`src/hdl/ctrl_macros.svh`:
```
/* Sizing constants for the controller port subsystem.
   Include this before anything that sizes pad or mouse logic. */

`ifndef CTRL_MACROS_SVH
`define CTRL_MACROS_SVH

// ======================================================================
// Pad side
// ======================================================================

// Host pads reachable through the multitap
`define CTRL_NUM_PADS 5

// Host pad word, directions plus six buttons
`define CTRL_PAD_BITS 12

// ======================================================================
// Mouse side
// ======================================================================

// Quiet period before the nibble counter resyncs
`define CTRL_MOUSE_TO_BITS 15

`endif

```
`src/hdl/ctrl_pad_pkg.sv`:
```
/* Types for host pad words and the console's answer nibbles.
   Referenced by scoped name from the scanner and the top level. */

`include "ctrl_macros.svh"

package ctrl_pad_pkg;

	// ======================================================================
	// Host pad word
	// ======================================================================

	// Bit layout, 1 means pressed
	//   [0] right  [1] left  [2] down  [3] up
	//   [4] I      [5] II    [6] select [7] run
	//   [8] III    [9] IV    [10] V    [11] VI
	typedef logic [`CTRL_PAD_BITS-1:0] pad_word_t;

	// ======================================================================
	// Console side
	// ======================================================================

	// Answer nibble on the data lines
	// Active low, the clear answer is all zero
	typedef logic [3:0] pad_nibble_t;

	// Multitap port number
	// Values past the last pad answer as an empty port
	typedef logic [2:0] port_index_t;

endpackage

```
`src/hdl/ctrl_mouse_pkg.sv`:
```
/* Types for mouse motion, host mouse flags and the report nibble counter.
   Referenced by scoped name from the mouse stages and the scanner. */

package ctrl_mouse_pkg;

	// ======================================================================
	// Motion and buttons
	// ======================================================================

	// Motion count since the last sample, two's complement
	typedef logic signed [7:0] mouse_delta_t;

	// Host flags, bit 0 left button and bit 1 right button
	typedef logic [7:0] mouse_flags_t;

	// ======================================================================
	// Report sequencing
	// ======================================================================

	// 0 x upper, 1 x lower, 2 y upper, 3 y lower
	typedef logic [1:0] mouse_nibble_sel_t;

endpackage

```
`src/hdl/mouse_motion_accumulator.sv`:
```
/* Holds the newest host mouse sample in console sign convention.
   The report latch empties it with take once the motion is reported. */

module mouse_motion_accumulator (
	input  logic                        clk_sys,
	input  logic                        reset,
	input  ctrl_mouse_pkg::mouse_delta_t mouse_dx,
	input  ctrl_mouse_pkg::mouse_delta_t mouse_dy,
	input  logic                        mouse_strobe,
	input  logic                        take,
	output ctrl_mouse_pkg::mouse_delta_t pend_x,
	output ctrl_mouse_pkg::mouse_delta_t pend_y
);

	// Console counts x the other way round
	ctrl_mouse_pkg::mouse_delta_t dx_neg;

	assign dx_neg = -mouse_dx;

	always_ff @(posedge clk_sys) begin
		if (reset) begin
			pend_x <= '0;
			pend_y <= '0;
		end else if (mouse_strobe) begin
			// New sample beats a take in the same cycle
			pend_x <= dx_neg;
			pend_y <= mouse_dy;
		end else if (take) begin
			// Reported once, never again
			pend_x <= '0;
			pend_y <= '0;
		end
	end

endmodule

```
`src/hdl/mouse_report_latch.sv`:
```
/* Holds the mouse report the console is reading and steps its nibbles.
   scan_start from the scanner advances the counter once per clear pulse. */

`include "ctrl_macros.svh"

module mouse_report_latch (
	input  logic                        clk_sys,
	input  logic                        reset,
	input  logic                        pad_clr,
	input  logic                        scan_start,
	input  ctrl_mouse_pkg::mouse_delta_t pend_x,
	input  ctrl_mouse_pkg::mouse_delta_t pend_y,
	output logic                        take,
	output logic [3:0]                  report_nibble
);

	ctrl_mouse_pkg::mouse_nibble_sel_t nibble_cnt;
	ctrl_mouse_pkg::mouse_delta_t      report_x;
	ctrl_mouse_pkg::mouse_delta_t      report_y;
	logic [`CTRL_MOUSE_TO_BITS-1:0]    quiet_cnt;
	logic                              quiet_full;
	logic                              last_nibble;

	assign quiet_full  = &quiet_cnt;
	assign last_nibble = (nibble_cnt == 2'd3);

	// Report swap happens on the clear that follows the last nibble
	assign take = scan_start & last_nibble;

	// ======================================================================
	// Quiet timer and nibble counter
	// ======================================================================

	always_ff @(posedge clk_sys) begin
		if (reset) begin
			quiet_cnt  <= '0;
			nibble_cnt <= 2'd3;
			report_x   <= '0;
			report_y   <= '0;
		end else begin
			if (pad_clr) begin
				quiet_cnt <= '0;
			end else if (!quiet_full) begin
				quiet_cnt <= quiet_cnt + 1'b1;
			end

			// Long pause, next read starts over at nibble 0
			if (quiet_full) begin
				nibble_cnt <= 2'd3;
			end

			if (scan_start) begin
				nibble_cnt <= nibble_cnt + 1'b1;
				if (last_nibble) begin
					report_x <= pend_x;
					report_y <= pend_y;
				end
			end
		end
	end

	// ======================================================================
	// Nibble select
	// ======================================================================

	always_comb begin
		case (nibble_cnt)
			2'd0:    report_nibble = report_x[7:4];
			2'd1:    report_nibble = report_x[3:0];
			2'd2:    report_nibble = report_y[7:4];
			default: report_nibble = report_y[3:0];
		endcase
	end

endmodule

```
`src/hdl/pad_port_scanner.sv`:
```
/* Answers the console's select and clear lines with one registered nibble.
   Handles port stepping for the multitap, the six-button bank and mouse mode. */

`include "ctrl_macros.svh"

module pad_port_scanner (
	input  logic                         clk_sys,
	input  logic                         reset,
	input  ctrl_pad_pkg::pad_word_t      pad_a,
	input  ctrl_pad_pkg::pad_word_t      pad_b,
	input  ctrl_pad_pkg::pad_word_t      pad_2,
	input  ctrl_pad_pkg::pad_word_t      pad_3,
	input  ctrl_pad_pkg::pad_word_t      pad_4,
	input  logic                         swap,
	input  logic                         multitap,
	input  logic                         six_button,
	input  logic                         mouse_en,
	input  ctrl_mouse_pkg::mouse_flags_t mouse_flags,
	input  logic [3:0]                   report_nibble,
	input  logic                         pad_sel,
	input  logic                         pad_clr,
	output logic                         scan_start,
	output ctrl_pad_pkg::pad_nibble_t    pad_nibble
);

	ctrl_pad_pkg::pad_word_t   host_pad [`CTRL_NUM_PADS];
	ctrl_pad_pkg::port_index_t port;
	logic                      bank;
	logic                      sel_q;
	logic                      clr_q;
	logic                      sel_rise;
	logic                      clr_rise;
	logic [3:0]                mouse_btn;
	logic [15:0]               answer;
	logic [3:0]                answer_idx;

	// Four answer nibbles of one pad, lowest nibble first
	function automatic logic [15:0] pad_answer(input ctrl_pad_pkg::pad_word_t w);
		pad_answer = {4'h0, ~w[11:8], ~{w[1], w[2], w[0], w[3]}, ~w[7:4]};
	endfunction

	// ======================================================================
	// Port map
	// ======================================================================

	assign host_pad[0] = swap ? pad_b : pad_a;
	assign host_pad[1] = swap ? pad_a : pad_b;
	assign host_pad[2] = pad_2;
	assign host_pad[3] = pad_3;
	assign host_pad[4] = pad_4;

	// Run, select, right, left
	assign mouse_btn = ~{host_pad[0][7], host_pad[0][6], mouse_flags[1], mouse_flags[0]};

	always_comb begin
		if (port == '0 && mouse_en) begin
			// Odd nibbles carry motion
			answer = {report_nibble, mouse_btn, report_nibble, mouse_btn};
		end else if (port < ctrl_pad_pkg::port_index_t'(`CTRL_NUM_PADS)) begin
			answer = pad_answer(host_pad[port]);
		end else begin
			// Empty multitap slot
			answer = 16'h0FFF;
		end
	end

	assign answer_idx = {bank, pad_sel, 2'b00};

	// ======================================================================
	// Protocol tracking
	// ======================================================================

	assign sel_rise = pad_sel & ~sel_q;
	assign clr_rise = pad_clr & ~clr_q;

	always_ff @(posedge clk_sys) begin
		if (reset) begin
			sel_q      <= 1'b0;
			clr_q      <= 1'b0;
			scan_start <= 1'b0;
			port       <= '0;
			bank       <= 1'b0;
			pad_nibble <= '0;
		end else begin
			sel_q      <= pad_sel;
			clr_q      <= pad_clr;
			scan_start <= clr_rise;

			if (pad_clr) begin
				port       <= '0;
				pad_nibble <= '0;
				// Six-button pads flip bank on every clear
				if (clr_rise) begin
					bank <= ~bank & six_button;
				end
			end else begin
				pad_nibble <= answer[answer_idx +: 4];
				if (sel_rise && multitap) begin
					port <= port + 1'b1;
				end
			end
		end
	end

endmodule

```
`src/hdl/controller_port_top.sv`:
```
/* Controller port subsystem top level.
   Chains motion capture, report latch and pad scanner to the console lines. */

module controller_port_top (
	input  logic                         clk_sys,
	input  logic                         reset,
	input  ctrl_pad_pkg::pad_word_t      pad_a,
	input  ctrl_pad_pkg::pad_word_t      pad_b,
	input  ctrl_pad_pkg::pad_word_t      pad_2,
	input  ctrl_pad_pkg::pad_word_t      pad_3,
	input  ctrl_pad_pkg::pad_word_t      pad_4,
	input  logic                         swap,
	input  logic                         multitap,
	input  logic                         six_button,
	input  logic                         mouse_en,
	input  ctrl_mouse_pkg::mouse_delta_t mouse_dx,
	input  ctrl_mouse_pkg::mouse_delta_t mouse_dy,
	input  ctrl_mouse_pkg::mouse_flags_t mouse_flags,
	input  logic                         mouse_strobe,
	input  logic                         pad_sel,
	input  logic                         pad_clr,
	output ctrl_pad_pkg::pad_nibble_t    pad_nibble
);

	ctrl_mouse_pkg::mouse_delta_t pend_x;
	ctrl_mouse_pkg::mouse_delta_t pend_y;
	logic                         take;
	logic [3:0]                   report_nibble;
	logic                         scan_start;

	mouse_motion_accumulator u_accum (
		.clk_sys      (clk_sys),
		.reset        (reset),
		.mouse_dx     (mouse_dx),
		.mouse_dy     (mouse_dy),
		.mouse_strobe (mouse_strobe),
		.take         (take),
		.pend_x       (pend_x),
		.pend_y       (pend_y)
	);

	mouse_report_latch u_latch (
		.clk_sys       (clk_sys),
		.reset         (reset),
		.pad_clr       (pad_clr),
		.scan_start    (scan_start),
		.pend_x        (pend_x),
		.pend_y        (pend_y),
		.take          (take),
		.report_nibble (report_nibble)
	);

	pad_port_scanner u_scan (
		.clk_sys       (clk_sys),
		.reset         (reset),
		.pad_a         (pad_a),
		.pad_b         (pad_b),
		.pad_2         (pad_2),
		.pad_3         (pad_3),
		.pad_4         (pad_4),
		.swap          (swap),
		.multitap      (multitap),
		.six_button    (six_button),
		.mouse_en      (mouse_en),
		.mouse_flags   (mouse_flags),
		.report_nibble (report_nibble),
		.pad_sel       (pad_sel),
		.pad_clr       (pad_clr),
		.scan_start    (scan_start),
		.pad_nibble    (pad_nibble)
	);

endmodule

```
`config.mk`:
```
export PLATFORM = sky130hd
export DESIGN_NAME = controller_port_top
export DESIGN_NICKNAME = d
export VERILOG_FILES = /design/src/hdl/ctrl_pad_pkg.sv /design/src/hdl/ctrl_mouse_pkg.sv /design/src/hdl/mouse_motion_accumulator.sv /design/src/hdl/mouse_report_latch.sv /design/src/hdl/pad_port_scanner.sv /design/src/hdl/controller_port_top.sv
export VERILOG_INCLUDE_DIRS = /design/src /design/src/hdl
export SDC_FILE = /design/constraint.sdc
export NUM_CORES = 1
export LEC_CHECK = 0
export BUFFER_PORTS_ARGS = -buffer_cell sky130_fd_sc_hd__buf_4
export CELL_PAD_IN_SITES_DETAIL_PLACEMENT = 2
export CELL_PAD_IN_SITES_GLOBAL_PLACEMENT = 2
export CORE_AREA = 2 2 110 112
export DETAILED_ROUTE_END_ITERATION = 16
export DIE_AREA = 0 0 112 114
export PLACE_DENSITY_LB_ADDON = 0.1
export SYNTH_ARGS = -nofsm -noshare
export SYNTH_HDL_FRONTEND = slang
export SYNTH_SLANG_ARGS = --single-unit
export TNS_END_PERCENT = 20
```
`constraint.sdc`:
```
create_clock -name clk_sys -period 2.05 [get_ports clk_sys]
set_input_delay 0.205 -clock clk_sys [delete_from_list [all_inputs] [get_ports clk_sys]]
set_output_delay 0.205 -clock clk_sys [all_outputs]
set_load 0.01 [all_outputs]
```
* Word-level counts from Yosys, hierarchy flattened
Index checks and enable logic that the tools add are counted.
** Storage, ports and cells
- Bits in registers :: 60
- Output and inout bits :: 4
- Word-level logic and storage cells :: 57
- Input bits :: 93
** Operators by class
- Bitwise logic cells :: 12
- Reductions and logical operators :: 10
- $lt $le $gt $ge :: 2
- Add/sub/neg operators :: 4
- Muxes and demuxes :: 13
- Equality and inequality tests :: 3
- Shifts and indexed selects :: 1
** Operator list (count)
- $mux 12 :: 5
- $bmux 12 s3 :: 1
- $mux 8 :: 3
- $mux 16 :: 1
- $not 4->4 :: 4
- $shiftx 16x5->4 :: 1
- $add 15x1->15 const B :: 1
- $reduce_and 15->1 :: 1
- $pmux 4 s3 :: 1
- $neg 8->8 :: 1
- $and 1x1->1 :: 4
- $eq 2x2->1 const B :: 2
- $ge 4x4->1 const B :: 1
- $mux 2 :: 2
- $not 3->4 :: 1
- $reduce_and 2->1 :: 2
- $reduce_bool 2->1 :: 2
- $add 3x1->3 const B :: 1
- $logic_not 3->1 :: 1
- $lt 3x3->1 const B :: 1
- $not 1->1 :: 3
- $add 2x1->2 const B :: 1
- $eq 2x1->1 const B :: 1
- $logic_and 1x1->1 :: 2
- 2 further kinds :: 2

* Longest topological paths before layout
- Word-level depth :: 8
- Depth in mapped cells :: 7
- Depth with buffers taken out :: 7

* By module
Synthesis repeated with hierarchy kept, for this count alone.
** Second synthesis, totals
- Cell total of the unflattened synthesis :: 393
- Area total of the unflattened synthesis :: 3349.5 µm²
** Modules (own cells, without submodules)
- mouse_report_latch :: area an instance 1526.5 µm², cells each 178, times used 1, seq. area each 660.6 µm²
- pad_port_scanner :: area an instance 1092.3 µm², cells each 127, times used 1, seq. area each 220.2 µm²
- mouse_motion_accumulator :: area an instance 730.7 µm², cells each 88, times used 1, seq. area each 320.3 µm²

* Worst setup path before layout
Ideal clock, no wire load.
- Path type :: reg2reg
- Start point :: reg u_scan.port[0]
- End point :: reg u_scan.pad_nibble[2]
- Setup slack :: 0.477 ns
- Arrival :: 1.485 ns
- Library setup time :: 0.088 ns
- Clock period less this slack :: 1.573 ns
- Required time :: 1.962 ns
- Stages on the path, launching flop included :: 8
- Buffers on the path :: 2
- Cell sequence :: dfxtp_1 buf_6 xor2_2 buf_6 mux2_4 o211ai_1 a31oi_1 nor4_2
** Between the ends
- Word-level cells in the longest chain between the ends :: 8
- Elaborated cells between the ends (all ways) :: 13
- Classes of those cells :: 1 x order compare; 1 x shift; 5 x mux; 4 x bitwise; 2 x reduce/logical
** RTL lines
- start, declared :: RTL line pad_port_scanner.sv:27 : ctrl_pad_pkg::port_index_t port;
- start signal, assigned :: RTL line pad_port_scanner.sv:99 : port <= port + 1'b1;
- $not 3->4 (implied by the code) :: RTL line pad_port_scanner.sv:60 : answer = pad_answer(host_pad[port]);
- $bmux 12 s3 :: RTL line pad_port_scanner.sv:60
- $mux 12 (implied by the code) (2 in series) :: RTL line pad_port_scanner.sv:60
- $not 4->4 :: RTL line pad_port_scanner.sv:39 : pad_answer = {4'h0, ~w[11:8], ~{w[1], w[2], w[0], w[3]}, ~w[7:4]};
- $mux 12 :: RTL line pad_port_scanner.sv:59 : end else if (port < ctrl_pad_pkg::port_index_t'(`CTRL_NUM_PADS)) begin
- $mux 16 * :: RTL line pad_port_scanner.sv:56 : if (port == '0 && mouse_en) begin
- $shiftx 16x5->4 * :: RTL line pad_port_scanner.sv:97 : pad_nibble <= answer[answer_idx +: 4];
- end signal, assigned :: RTL line pad_port_scanner.sv:97
- end, declared :: RTL line pad_port_scanner.sv:23 : output ctrl_pad_pkg::pad_nibble_t pad_nibble
Every way passes the cells marked *; elsewhere a longest branch is shown, timed or not. The select of a mux whose other input is x is not followed.
A chain may end at the register's enable or synchronous reset.

* Worst setup path in the final report
- Start point :: reg u_latch.quiet_cnt[0]
- End point :: reg u_latch.quiet_cnt[12]
** Between the ends
- Word-level cells in the longest chain between the ends :: 1
- Elaborated cells between the ends (all ways) :: 2
- Classes of those cells :: 1 x add/sub; 1 x reduce/logical
** RTL lines
- start, declared :: RTL line mouse_report_latch.sv:20 : logic [`CTRL_MOUSE_TO_BITS-1:0] quiet_cnt;
- start signal, assigned :: RTL line mouse_report_latch.sv:44 : quiet_cnt <= quiet_cnt + 1'b1;
- $add 15x1->15 / $reduce_and 15->1 (equally long branches) :: RTL line mouse_report_latch.sv:44, mouse_report_latch.sv:24
Several ways; a longest one is shown, not always the timed one.

==> flow_summary.ini <==
[outcome]
status = finished clean

[setup_path]
crit_arrival_ns = 1.98
start_kind = register
crit_start = u_latch.quiet_cnt[0]$_SDFFE_PP0N_
worstPathCellList = ha_1, nand2_1, or2_2, nor3_1, and3_1, nor3_1
worstPathRequired_ns = 2.26
cp_slowest_cell = dfxtp_1
crit_type = reg -> reg
cp_slowest_stage_delay_ns = 0.38
cp-end-kind = register
reg2reg_from = u_latch.quiet_cnt[0]$_SDFFE_PP0N_
cp_max_fo = 7
crit_top_cell = nor3_1

[route]
via_count = 3226
wl_per_cell_microns = 16.1
routed_wl_microns = 10600
antenna_left = 0
viasPerCell = 4.91
drt_iter0_drc = 77
dr.pass1.iters = 4
drcViolationCount = 0

[global_route]
grt.met2_usage = 0.298
grt_overflow_total = 0
grt.busiest_layer = met2
antenna_found_initial = 0
use_met3 = 0.0388
grt_pass1_vias = 3446
grt_start_max_net_pins = 40
met1_usage = 0.217
grt.total_usage = 0.173
grt_pass1_wl_microns = 17700

[floorplanning]
num_io_pins = 97
die-area_sq_um = 12800
initial_core_util = 0.280
die_w_microns = 112
core_sq_um = 11700
dieHeight_microns = 114
fp-row-count = 40

[cells_and_area]
nFillCells = 1373
area_growth_pct = 34.9
layout.cells.non_filler = 657
fin_nets = 608
drive_gt1_frac = 0.259
diodes = 0
finalInstanceArea_sq_um = 4430

[timing]
post-route-period-util = 0.862
finalSetupTns_ns = 0
clock_skew_ns = 0.00815
whs_ns = 0.100
worst_pin_slew_ns = 0.594
finalSetupViolCount = 0
min_period_ns = 1.77
max_freq_mhz = 566
relSlewSlack = 0.604
slew_viol_final = 0
hold_viol = 0
rsz0062_at_grt = false

[synthesis]
syn-num-nets = 522
synth_top_cell_area_share = 0.366
synth-edff-count = 0
synthTopCellsByCount = nand2_1, a21oi_1, dfxtp_1, nor2_1, clkbuf_1
seq_area_frac_synth = 0.366
yosys-top-cells-area = dfxtp_1, a21oi_1, nand2_1
synth_seq_cells = 60
yosys.cell_count.top_type = nand2_1
netlist_area_sq_um = 3280
ys.flop_type = dfxtp_1
ys_async_sr_fraction = 0
synth_top_cell_by_area = dfxtp_1
synth_area_per_cell_sq_um = 7.81
synth_cells = 420
yosys_warnings = 0
synth.distinct_cells = 45

[clock_network]
cts-root-buf = clkbuf_16
cts_buffers = 9
clkSlewWorstSetupHoldPaths_ns = 0.05
cts.sinks = 60
cts_setup_buffers = 0
cts_tree = done
cts_buffer_depth = 2
clock_latency_ns = 0.33
htree_levels = 3
ctsResizeCount = 0
cts_hold_buf = 0

[placed_design]
gp_congestion = 0.791
placed_cell_area_sq_um = 4110
dp_hpwl_microns = 7870
dp.cells = 642
port_buffers = 90

[hold_path]
hp-class = in -> reg
min_from = mouse_dy[3]

[power]
power_density_nw_per_um2 = 746
cellLeakagePower_nw = 1.76
ir_worst_vdd_mv = 0.382

[run]
timing.max_cap.violations = 0
## layout make-up
class                      count  area, sq um  share of cell area
timing repair buffer          98          748               0.169
clock inverter                 4         73.8              0.0167
clock buffer                  11          243              0.0548
tap                          147          184              0.0415
sequential                    60         1200               0.271
inverter                       8         30.0             0.00678
multi-input combinational    329         1950               0.440
## per-stage QoR
stage	util	setup slack, ns	total power [mW]
3_3_place_gp	0.351	0.345	1.70
5_1_grt	0.378	0.0964	3.47
4_1_cts	0.378	0.267	3.37
3_5_place_dp	0.351	0.275	1.71
6_report	0.378	0.282	3.30
2_1_floorplan	-	0.477	1.49
## worst max-delay path: cells and delay by family (launching register included)
| family | cells | cell delay, ns |
|---|---|---|
| flops | 1 | 0.38 |
| fa+ha+maj | 1 | 0.19 |
| simple gates | 5 | 1.07 |
## sequential cells by signal (all words and copies together) (netlist names), 2 cells and up
name                cells
u_accum.pend_y          8
u_latch.report_y        8
u_latch.quiet_cnt      15
u_scan.pad_nibble       4
u_scan.port             3
u_latch.report_x        8
u_accum.pend_x          8
u_latch.nibble_cnt      2
## path summary, 6_finish.rpt
kind,endpoint,slack (ns),cells past startpoint
worst min-delay path,u_accum.pend_y[3]$_SDFFE_PP0P_,0.10,3
worst min register to register,u_latch.report_y[1]$_SDFFE_PP0P_,0.46,2
worst max-delay path,u_latch.quiet_cnt[12]$_SDFFE_PP0N_,0.28,6
worst max register to register,u_latch.quiet_cnt[12]$_SDFFE_PP0N_,0.28,6
## per-layer routing
metal / wire, microns / vias up / part of all wire
met4: 167 / 0 / 0.016
met5: 0 / - / 0
li1: - / 1615 / -
met1: 4860 / 1536 / 0.46
met2: 5190 / 64 / 0.49
met3: 384 / 11 / 0.036
## layout by cell type (no fill, tap or decap), drive strengths merged
master and instances:
or2 3, nor2b 5, nor2 57, a22oi 4
a21oi 60, and3 2, mux2i 13, ha 9
a21o 1, bufinv 2, mux2 12, nor3 14
clkbuf 11, o31ai 1, o21bai 1, a31oi 6
nand4b 1, a22o 3, xor2 5, inv 8
buf 98, dfxtp 60, and2 2, nand2 71
nor3b 1, o211ai 4, nand4 1, or3 2
nand3 4, nor4 7, nand2b 5, a211oi 4
xnor2 13, clkinv 2, nand3b 3, o21ai 14
nor4b 1
## report_power, final
group / switching (mW) / total (mW) / internal (mW)
clock network: 0.529 / 1.62 / 1.09
registers: 0.0283 / 1.24 / 1.21
logic: 0.209 / 0.448 / 0.239
## logic make-up (layout without fill, tap and decap cells)
logic type,Yosys count,after routing,synth area share
multiplexers,25,25,0.0900
XOR/XNOR,18,18,0.0503
adder cells (fa/ha/maj),9,9,0.0343
buffers and inverters,31,121,0.0404
flip-flops,60,60,0.366
AO/OA/AOI/OAI,98,98,0.168
AND/OR/NAND/NOR,179,179,0.251
Note: power is estimated with default switching activity, not from simulation.
